### src/design/idct_defines.svh
// IDCT engine constants
`ifndef IDCT_DEFINES_SVH
`define IDCT_DEFINES_SVH

// SRAM geometry
`define SRAM_ADDR_W 18

// coefficient region, one 16-bit signed value per word
`define COEF_BASE 76800
`define COEF_STRIDE 320

// pixel region, two pixels per word
`define PIX_STRIDE 160

// block geometry
`define BLOCK_N 8
`define BLOCK_COLS 40
`define BLOCK_ROWS 30

// fixed point, cosine table is scaled by 2^12
`define C_SCALE_BITS 12
`define PASS1_SHIFT 8
`define PASS2_SHIFT 16

`endif

### src/design/idct_pkg.sv
// IDCT shared types
`include "idct_defines.svh"

package idct_pkg;

	typedef logic [`SRAM_ADDR_W-1:0] sram_addr_t;
	typedef logic [15:0] sram_data_t;
	typedef logic signed [15:0] coef_t;
	typedef logic signed [31:0] tval_t;
	typedef logic [7:0] pixel_t;
	typedef logic [5:0] ram_addr_t;
	typedef logic [5:0] blk_col_t;
	typedef logic [4:0] blk_row_t;

	typedef struct packed {
		logic cyc;
		logic stb;
		logic we;
		sram_addr_t adr;
		sram_data_t dat_w;
	} wb_m2s_t;

	typedef struct packed {
		logic ack;
		sram_data_t dat_r;
	} wb_s2m_t;

	typedef struct packed {
		logic valid;
		pixel_t pixel;
	} pix_stream_t;

	typedef enum logic [1:0] {F_IDLE, F_READ, F_GAP, F_WAIT} fetch_state_t;
	typedef enum logic [1:0] {E_IDLE, E_PASS1, E_PASS2} engine_state_t;
	typedef enum logic {W_COLLECT, W_WRITE} writer_state_t;

	// C[u][x] at index {u, x}
	localparam logic signed [15:0] c_table [64] = '{
		16'sd1448, 16'sd1448, 16'sd1448, 16'sd1448, 16'sd1448, 16'sd1448, 16'sd1448, 16'sd1448,
		16'sd2009, 16'sd1703, 16'sd1138, 16'sd400, -16'sd400, -16'sd1138, -16'sd1703, -16'sd2009,
		16'sd1892, 16'sd784, -16'sd784, -16'sd1892, -16'sd1892, -16'sd784, 16'sd784, 16'sd1892,
		16'sd1703, -16'sd400, -16'sd2009, -16'sd1138, 16'sd1138, 16'sd2009, 16'sd400, -16'sd1703,
		16'sd1448, -16'sd1448, -16'sd1448, 16'sd1448, 16'sd1448, -16'sd1448, -16'sd1448, 16'sd1448,
		16'sd1138, -16'sd2009, 16'sd400, 16'sd1703, -16'sd1703, -16'sd400, 16'sd2009, -16'sd1138,
		16'sd784, -16'sd1892, 16'sd1892, -16'sd784, -16'sd784, 16'sd1892, -16'sd1892, 16'sd784,
		16'sd400, -16'sd1138, 16'sd1703, -16'sd2009, 16'sd2009, -16'sd1703, 16'sd1138, -16'sd400
	};

endpackage

### src/design/pixel_writer.sv
// Pixel pair writer
`include "idct_defines.svh"

module pixel_writer (
	input  logic                  Clock,
	input  logic                  Resetn,
	input  idct_pkg::blk_col_t    blk_col_i,
	input  idct_pkg::blk_row_t    blk_row_i,
	input  idct_pkg::pix_stream_t pix_i,
	output logic                  pix_ready_o,
	output idct_pkg::wb_m2s_t     wb_o,
	input  idct_pkg::wb_s2m_t     wb_i,
	output logic                  block_done_o
);
	import idct_pkg::*;

	writer_state_t state_q;
	logic have_even_q;
	pixel_t even_q;
	sram_data_t word_q;
	logic [4:0] wcnt_q;
	logic done_q;
	logic take;
	logic acked;
	sram_addr_t row_w;
	sram_addr_t col_w;

	assign pix_ready_o = (state_q == W_COLLECT);
	assign take = pix_i.valid && pix_ready_o;
	assign acked = (state_q == W_WRITE) && wb_i.ack;

	// four words per block row
	assign row_w = sram_addr_t'({blk_row_i, wcnt_q[4:2]});
	assign col_w = sram_addr_t'({blk_col_i, wcnt_q[1:0]});

	always_comb begin
		wb_o.cyc = (state_q == W_WRITE);
		wb_o.stb = (state_q == W_WRITE);
		wb_o.we = (state_q == W_WRITE);
		wb_o.adr = row_w * sram_addr_t'(`PIX_STRIDE) + col_w;
		wb_o.dat_w = word_q;
	end

	assign block_done_o = done_q;

	always_ff @(posedge Clock or negedge Resetn) begin
		if (!Resetn) begin
			state_q <= W_COLLECT;
			have_even_q <= 1'b0;
			wcnt_q <= '0;
			done_q <= 1'b0;
		end else begin
			done_q <= acked && (wcnt_q == 5'd31);
			case (state_q)
				W_COLLECT: begin
					if (take) begin
						have_even_q <= !have_even_q;
						if (have_even_q) begin
							state_q <= W_WRITE;
						end
					end
				end
				W_WRITE: begin
					if (wb_i.ack) begin
						wcnt_q <= wcnt_q + 5'd1;
						state_q <= W_COLLECT;
					end
				end
				default: state_q <= W_COLLECT;
			endcase
		end
	end

	// even column lands in the high byte
	always_ff @(posedge Clock) begin
		if (take && !have_even_q) begin
			even_q <= pix_i.pixel;
		end
		if (take && have_even_q) begin
			word_q <= {even_q, pix_i.pixel};
		end
	end

endmodule

### config.mk
export PLATFORM = sky130hd
export DESIGN_NAME = pixel_writer
export DESIGN_NICKNAME = d
export VERILOG_FILES = /design/src/design/idct_pkg.sv /design/src/design/pixel_writer.sv
export VERILOG_INCLUDE_DIRS = /design/src /design/src/design
export SDC_FILE = /design/constraint.sdc
export NUM_CORES = 1
export LEC_CHECK = 0
export ABC_CLOCK_PERIOD_IN_PS = 2200
export BUFFER_PORTS_ARGS = -buffer_cell sky130_fd_sc_hd__buf_4
export CAP_MARGIN = 5
export CORE_MARGIN = 5
export CORE_UTILIZATION = 42
export DETAILED_ROUTE_END_ITERATION = 16
export PLACE_DENSITY_LB_ADDON = 0.3
export SLEW_MARGIN = 25
export SYNTH_ARGS = -nofsm -noshare
export SYNTH_HDL_FRONTEND = slang
export SYNTH_SLANG_ARGS = --single-unit
### constraint.sdc
create_clock -name Clock -period 2.2 [get_ports Clock]
set_input_delay 0.11 -clock Clock [delete_from_list [all_inputs] [get_ports Clock]]
set_output_delay 0.11 -clock Clock [all_outputs]
set_load 0.005 [all_outputs]
==> results of run 1 <==
cell type report:
| cell class | instances | area, sq um | area share |
|---|---|---|---|
| Clock inverter | 1 | 5.00 | 0.00204 |
| Timing Repair Buffer | 69 | 520 | 0.212 |
| Tap cell | 50 | 62.6 | 0.0255 |
| Multi-Input combinational cell | 83 | 847 | 0.345 |
| Clock buffer | 7 | 76.3 | 0.0311 |
| Inverter | 6 | 22.5 | 0.00917 |
| Sequential cell | 32 | 922 | 0.375 |
critical path: cells and delay by family, from the launching register on:
kind / cells / cell delay [ps]
compound gates: 2 / 460
flops: 1 / 410
xor+xnor: 1 / 220
simple gates: 2 / 200
fa+ha+maj: 3 / 760
buf+inv: 1 / 140
metal layers:
metal / GRT usage / part of all wire / up-vias / wire length, microns
li1: - / - / 598 / -
met1: 0.147 / 0.37 / 553 / 1280
met2: 0.250 / 0.54 / 40 / 1860
met3: 0.0446 / 0.069 / 4 / 236
met4: 0.0474 / 0.011 / 0 / 37
met5: 0 / 0 / - / 0
metrics by stage:
stage	area, sq um	setup slack, ps	TNS [ps]
after floorplan	1780	3.83	0
after global placement	2270	-100	-262
after detailed placement	2270	-153	-482
after CTS	2410	-430	-1900
after global routing	2460	-529	-2420
final	2460	-387	-1680
power by group through the flow:
stage          sequential, mW  clock, mW  combinational (mW)
2_1_floorplan           0.930          0               0.863
3_5_place_dp            0.931          0                1.56
3_3_place_gp            0.921          0                1.50
5_1_grt                 0.953      0.448                1.85
6_report                0.931      0.402                1.67
4_1_cts                 0.926      0.419                1.64
cell usage in the layout, fill, tap and decap left out, types with 2 or more instances in the layout:
master    netlist  final
nand3_1         5      4
nor2_1          6      6
nand2_1         3      3
ha_4            0      4
mux2_2          2      2
edfxtp_1       24     24
and3_1          3      3
dfrtp_1         8      7
xnor2_1        11      9
inv_1           6      6
xor2_1          2      2
xnor2_2         0      2
nor3_1          3      2
ha_1           17     12
o21ai_0         3      2
clkbuf_8        0      5
fa_2            0      2
a211o_1         2      2
buf_4          10     68
o21ai_1         1      2
conb_1          1      2
a21oi_1         4      3
clkbuf_1        0      2
o21bai_1        2      2
flip-flops by register name, summed over array words and instances, names as in the netlist:
register	cells
have_even_q	1
wcnt_q	5
state_q	1
block_done_o	1
even_q	8
word_q	16
worst max path at each step:
stage	from	endpoint	slack, ps	cells after the start
finish	wcnt_q[3]$_DFFE_PN0P_	wb_o[31]	-390	9
global route	wcnt_q[3]$_DFFE_PN0P_	wb_o[31]	-530	9
CTS	wcnt_q[3]$_DFFE_PN0P_	wb_o[31]	-430	9
detailed placement	wcnt_q[4]$_DFFE_PN0P_	wb_o[31]	-150	9
global placement	wcnt_q[3]$_DFFE_PN0P_	wb_o[31]	-100	9
floorplan	wcnt_q[2]$_DFFE_PN0P_	wb_o[31]	4	8
logic make-up after synthesis:
logic type                 synth area share
DFF                                   0.527
and+or+nand+nor                      0.0752
other                               0.00215
AOI/OAI and AO/OA                    0.0988
muxes                                0.0129
adders and majority gates             0.145
buffers and inverters                0.0558
xor gates and xnor gates             0.0838
timing repair:
| item | CTS | global route |
|---|---|---|
| endpoints found under the hold margin | 8 | 0 |
| resized for setup | 6 | 9 |
| hold buffers | 1 | 0 |
| buffers inserted | 0 | 1 |
| cloned | 0 | 0 |
| pin swaps | 9 | 3 |
| setup endpoints to repair | 6 | 7 |
==> reports/results.tsv, run 1 <==
stage	metric	value	unit
logic_synthesis	synth_top_area_share	0.412	
floorplan	fp.dieW	74.5	microns
power	seqPwrFrac	0.310	
min_path	hp-start	pix_i[7]	
power	clock_power_share	0.134	
critical_path	r2r_slack	640	ps
cts	htree_levels	2	
power	p_leak	1.08	nW
placement	port_buffers	53	
sta	tightest_slew	685	ps
critical_path	crit_arrival	2480	ps
floorplan	die_y	74.5	microns
power	irDropWorstVdd	768	uV
sta	fmax	387	MHz
logic_synthesis	yosys_register_bits	32	
critical_path	worstPathCellList	ha_4 -> ha_4 -> fa_2 -> a211oi_4 -> nor2_2 -> xor2_2 -> nand3b_4 -> o32ai_2 -> buf_4	
cells_and_area	fill_cells	347	
outcome	status	complete, but fails checks	
cells_and_area	area_growth	40.5	%
logic_synthesis	ys_async_sr_fraction	0.250	
floorplan	dieArea	5550	sq um
cts	cts-buffers-inserted	5	
grt	antenna_found_initial	0	
logic_synthesis	synth_top_area_cell	edfxtp_1	
critical_path	reg2reg_from	state_q$_DFF_PN0_	
sta	slew_viol_final	0	
min_path	worstHoldPathType	primary input to flop	
grt	grt_pass1_wl	5.73	mm
logic_synthesis	synth_commonest_cells	24 x edfxtp_1, 17 x ha_1, 11 x xnor2_1	
cells_and_area	fin_util	0.610	
logic_synthesis	syn_area	1750	sq um
grt	grt_max_degree	17	
critical_path	crit_path_max_incr_delay	410	ps
routing	route.detailed.drc	0	
cells_and_area	drive_gt1_frac	0.505	
cts	cts_tree	done	
logic_synthesis	yosysMostFrequentCell	edfxtp_1	
routing	ant_nets	0	
sta	setup_slack	-387	ps
grt	grt_pass1_vias	1278	
cts	clkSlewWorstSetupHoldPaths	60	ps
critical_path	cp-start-kind	flop	
logic_synthesis	synth_cells	130	
critical_path	worstSetupPathType	flop to output port	
min_path	hold_depth	1	
logic_synthesis	ys_warn_count	0	
critical_path	reg2reg_depth	3	
power	power_density	1220	nW/um^2
critical_path	cp_slowest_cell	dfrtp_1	
critical_path	path_max_fanout	3	
cts	clock_sinks	32	
routing	first_iter_violations	40	
critical_path	cpMostUsedCell	ha_4	
floorplan	rows	23	
sta	finalHoldViolCount	0	
logic_synthesis	seq_area_frac_synth	0.527	
power	total_power	3.00	mW
cts	clockBufferDepth	2	
sta	slew-limit-headroom	0.542	
sta	period_needed	2590	ps
logic_synthesis	synth_cell_type_count	33	
outcome	violations	negative setup slack	
power	switchingPower	1.00	mW
sta	timing.hold.ws	26.8	ps
sta	setup_viol	6	
power	power.internal	2.00	mW
sta	fin_crit_sh	1.18	
min_path	whs_endpoint	even_q[7]$_DFFE_PP_	
critical_path	end_kind	output port	
grt	grt.overflow.total	0	
logic_synthesis	synth_flop_cell	edfxtp_1	
cts	clkLatencyLatePin	270	ps
logic_synthesis	synth_edf_count	24	
floorplan	coreArea	4030	sq um
placement	routabilityCongestion	0.782	
critical_path	cp.required	2090	ps
routing	routed_wirelength	3.42	mm
cells_and_area	diodes	0	
routing	vias_per_cell	4.82	
routing	wl_per_cell	13.8	microns
power	p_sw_frac	0.334	
sta	skew	3.63	ps
cts	cts_root_buf	clkbuf_8	
cells_and_area	nets	255	
logic_synthesis	synth_area_leaders	edfxtp_1 41%, ha_1 12%, dfrtp_1 11%	
critical_path	reg2reg_to	even_q[2]$_DFFE_PP_	
placement	dp.cells	238	
placement	hpwl	2.79	mm
logic_synthesis	synth_area_per_cell	13.4	sq um
power	p_comb_frac	0.557	
routing	drtPass1Iterations	4	
routing	vias	1195	
grt	track_usage	0.136	
floorplan	io_pins	78	
flow_run	cap_violations	0	
cells_and_area	stdcell_count	248	
sta	rsz0062_at_grt	yes	
floorplan	initial_core_util	0.434	
(Power assumes the default switching activity.)
==> run 2, diff against run 1 <==
ABC_CLOCK_PERIOD_IN_PS = 2900   (was 2200)
CORE_UTILIZATION = 45   (was 42)
clock period = 2.9 ns   (was 2.2 ns; I/O delays follow)
==> run 2 against run 1 <==
The flow now finishes without violations. Non-clock buffer count is 9 lower. Die area is 5.8% lower. Register-to-register slack better by 660 ps. Critical path type unchanged. Largest power group unchanged. Flip-flop and latch count stayed put. Wire length is 6.5% lower. Sequential power is 24% lower.
==> reports/results.tsv, run 2 (synthesis gave the netlist of run 1 again) <==
stage	metric	value	unit	change
routing	first_iter_violations	60		+50%
routing	drtPass1Iterations	4		unchanged
sta	skew	4.32	ps	+0.691 ps
critical_path	crit_path_max_incr_delay	430	ps	+20 ps
routing	routed_wirelength	3.19	mm	-6.5%
floorplan	io_pins	78		unchanged
min_path	worstHoldPathType	primary input to flop		
sta	slew-limit-headroom	0.521		-0.0208
cts	htree_levels	2		unchanged
cells_and_area	diodes	0		unchanged
cts	clock_sinks	32		unchanged
cells_and_area	top_regs	word_q (16), even_q (8), wcnt_q (5)		
critical_path	crit_family	adder cells		
cells_and_area	layout_commonest_cell	buf_4		
placement	hpwl	2.49	mm	-11%
cells_and_area	fin_util	0.623		+0.0129
power	irDropWorstVdd	425	uV	-45%
cts	cts_tree	done		
sta	period_needed	2760	ps	
grt	grt_pass1_vias	1134		-11%
grt	grt_pass1_wl	5.23	mm	-8.8%
critical_path	worstSetupPathType	flop to output port		
cts	clkLatencyLatePin	270	ps	about the same
cells_and_area	nets	246		-3.5%
critical_path	worst-path-buf-inv	1		unchanged
critical_path	path_max_fanout	3		unchanged
critical_path	cp-start-kind	flop		
floorplan	rows	22		-4.3%
sta	finalSetupTns	0	ps	+1680 ps
critical_path	crit_arrival	2620	ps	+140 ps
sta	timing.hold.ws	56.6	ps	+29.7 ps
routing	vias	1127		-5.7%
grt	grt_max_degree	18		+1
power	total_power	2.12	mW	-29%
grt	grt.overflow.total	0		unchanged
sta	fin_crit_sh	0.953		
critical_path	end_kind	output port		
grt	antenna_found_initial	0		unchanged
grt	track_usage	0.132		-0.00475
critical_path	worstPathCellList	ha_4 -> ha_4 -> fa_2 -> a211oi_4 -> nor2_2 -> xor2_2 -> nand3b_4 -> o32ai_2 -> buf_4		
outcome	status	finished, final reports clean		
critical_path	cpMostUsedCell	ha_4		
power	power_density	917	nW/um^2	-25%
sta	tightest_slew	718	ps	+33.8 ps
cells_and_area	stdcell_count	237		-4.4%
cts	cts_root_buf	clkbuf_8		
critical_path	cp.required	2760	ps	+670 ps
routing	vias_per_cell	4.76		-1.3%
sta	finalHoldViolCount	0		unchanged
cells_and_area	mostFrequentLayoutCells	59 x buf_4, 24 x edfxtp_1, 14 x ha_1		
sta	fmax	362	MHz	
floorplan	initial_core_util	0.470		+0.0365
cells_and_area	area_growth	32.4	%	
sta	setup_viol	0		-6
routing	route.detailed.drc	0		unchanged
sta	slew_viol_final	0		unchanged
cells_and_area	drive_gt1_frac	0.429		-0.0765
cts	cts-buffers-inserted	5		unchanged
flow_run	cap_violations	0		unchanged
cells_and_area	largest_reg_flops	16		unchanged
placement	dp.cells	222		-6.7%
cts	clockBufferDepth	2		unchanged
floorplan	die_y	72.3	microns	-2.9%
placement	routabilityCongestion	0.762		-2.5%
routing	ant_nets	0		unchanged
critical_path	cp_slowest_cell	fa_2		
cts	clkSlewWorstSetupHoldPaths	60	ps	about the same
floorplan	coreArea	3720	sq um	-7.8%
floorplan	fp.dieW	72.3	microns	-2.9%
routing	wl_per_cell	13.5	microns	-2.2%
floorplan	dieArea	5230	sq um	-5.8%
cells_and_area	top_register	word_q		
power	p_leak	1.02	nW	-5.7%
placement	port_buffers	53		unchanged
-- run 2: power breakdown --
group	total (mW)	switching, mW	leakage [nW]	internal [mW]
Combinational	1.11	0.482	0.662	0.623
Sequential	0.708	0.0738	0.318	0.634
Clock	0.307	0.141	0.0399	0.167
-- run 2: worst paths after layout --
kind,start,endpoint,slack [ps],cells past startpoint
min in group asynchronous,Resetn,have_even_q$_DFFE_PN0P_,210,2
setup / recovery,wcnt_q[3]$_DFFE_PN0P_,wb_o[31],140,9
max in group asynchronous,Resetn,wcnt_q[2]$_DFFE_PN0P_,2540,2
hold reg to reg,even_q[6]$_DFFE_PP_,word_q[14]$_DFFE_PP_,420,0
hold / removal,pix_i[7],even_q[7]$_DFFE_PP_,60,1
setup reg to reg,state_q$_DFF_PN0_,word_q[12]$_DFFE_PP_,1300,2
-- run 2: area by class of cell --
class | count | area, sq um
Inverter | 6 | 22.5
Multi-Input combinational cell | 83 | 776
Fill cell | 296 | 1400
Tap cell | 48 | 60.1
Sequential cell | 32 | 922
Timing Repair Buffer | 60 | 453
Clock inverter | 1 | 3.75
Clock buffer | 7 | 76.3
-- run 2: repair_timing --
action | CTS | global route
setup buffers | 1 | 5
setup endpoints to repair | 2 | 4
resized for setup | 2 | 6
hold endpoints to repair | 8 | 0
hold buffers | 1 | 0
pin swaps | 1 | 2
-- run 2: through the flow --
step	setup slack (ps)	area, sq um
6_report	137	2310
5_1_grt	-5.44	2310
4_1_cts	10.6	2240
3_5_place_dp	201	2130
3_3_place_gp	211	2130
2_1_floorplan	472	1750
-- run 2: routing by layer --
metal  vias up  track usage  wire length [microns]
met3         4       0.0443                    215
met4         0       0.0564                     38
li1        577            -                      -
met2        30        0.210                   1580
met5         -            0                      0
met1       516        0.162                   1360
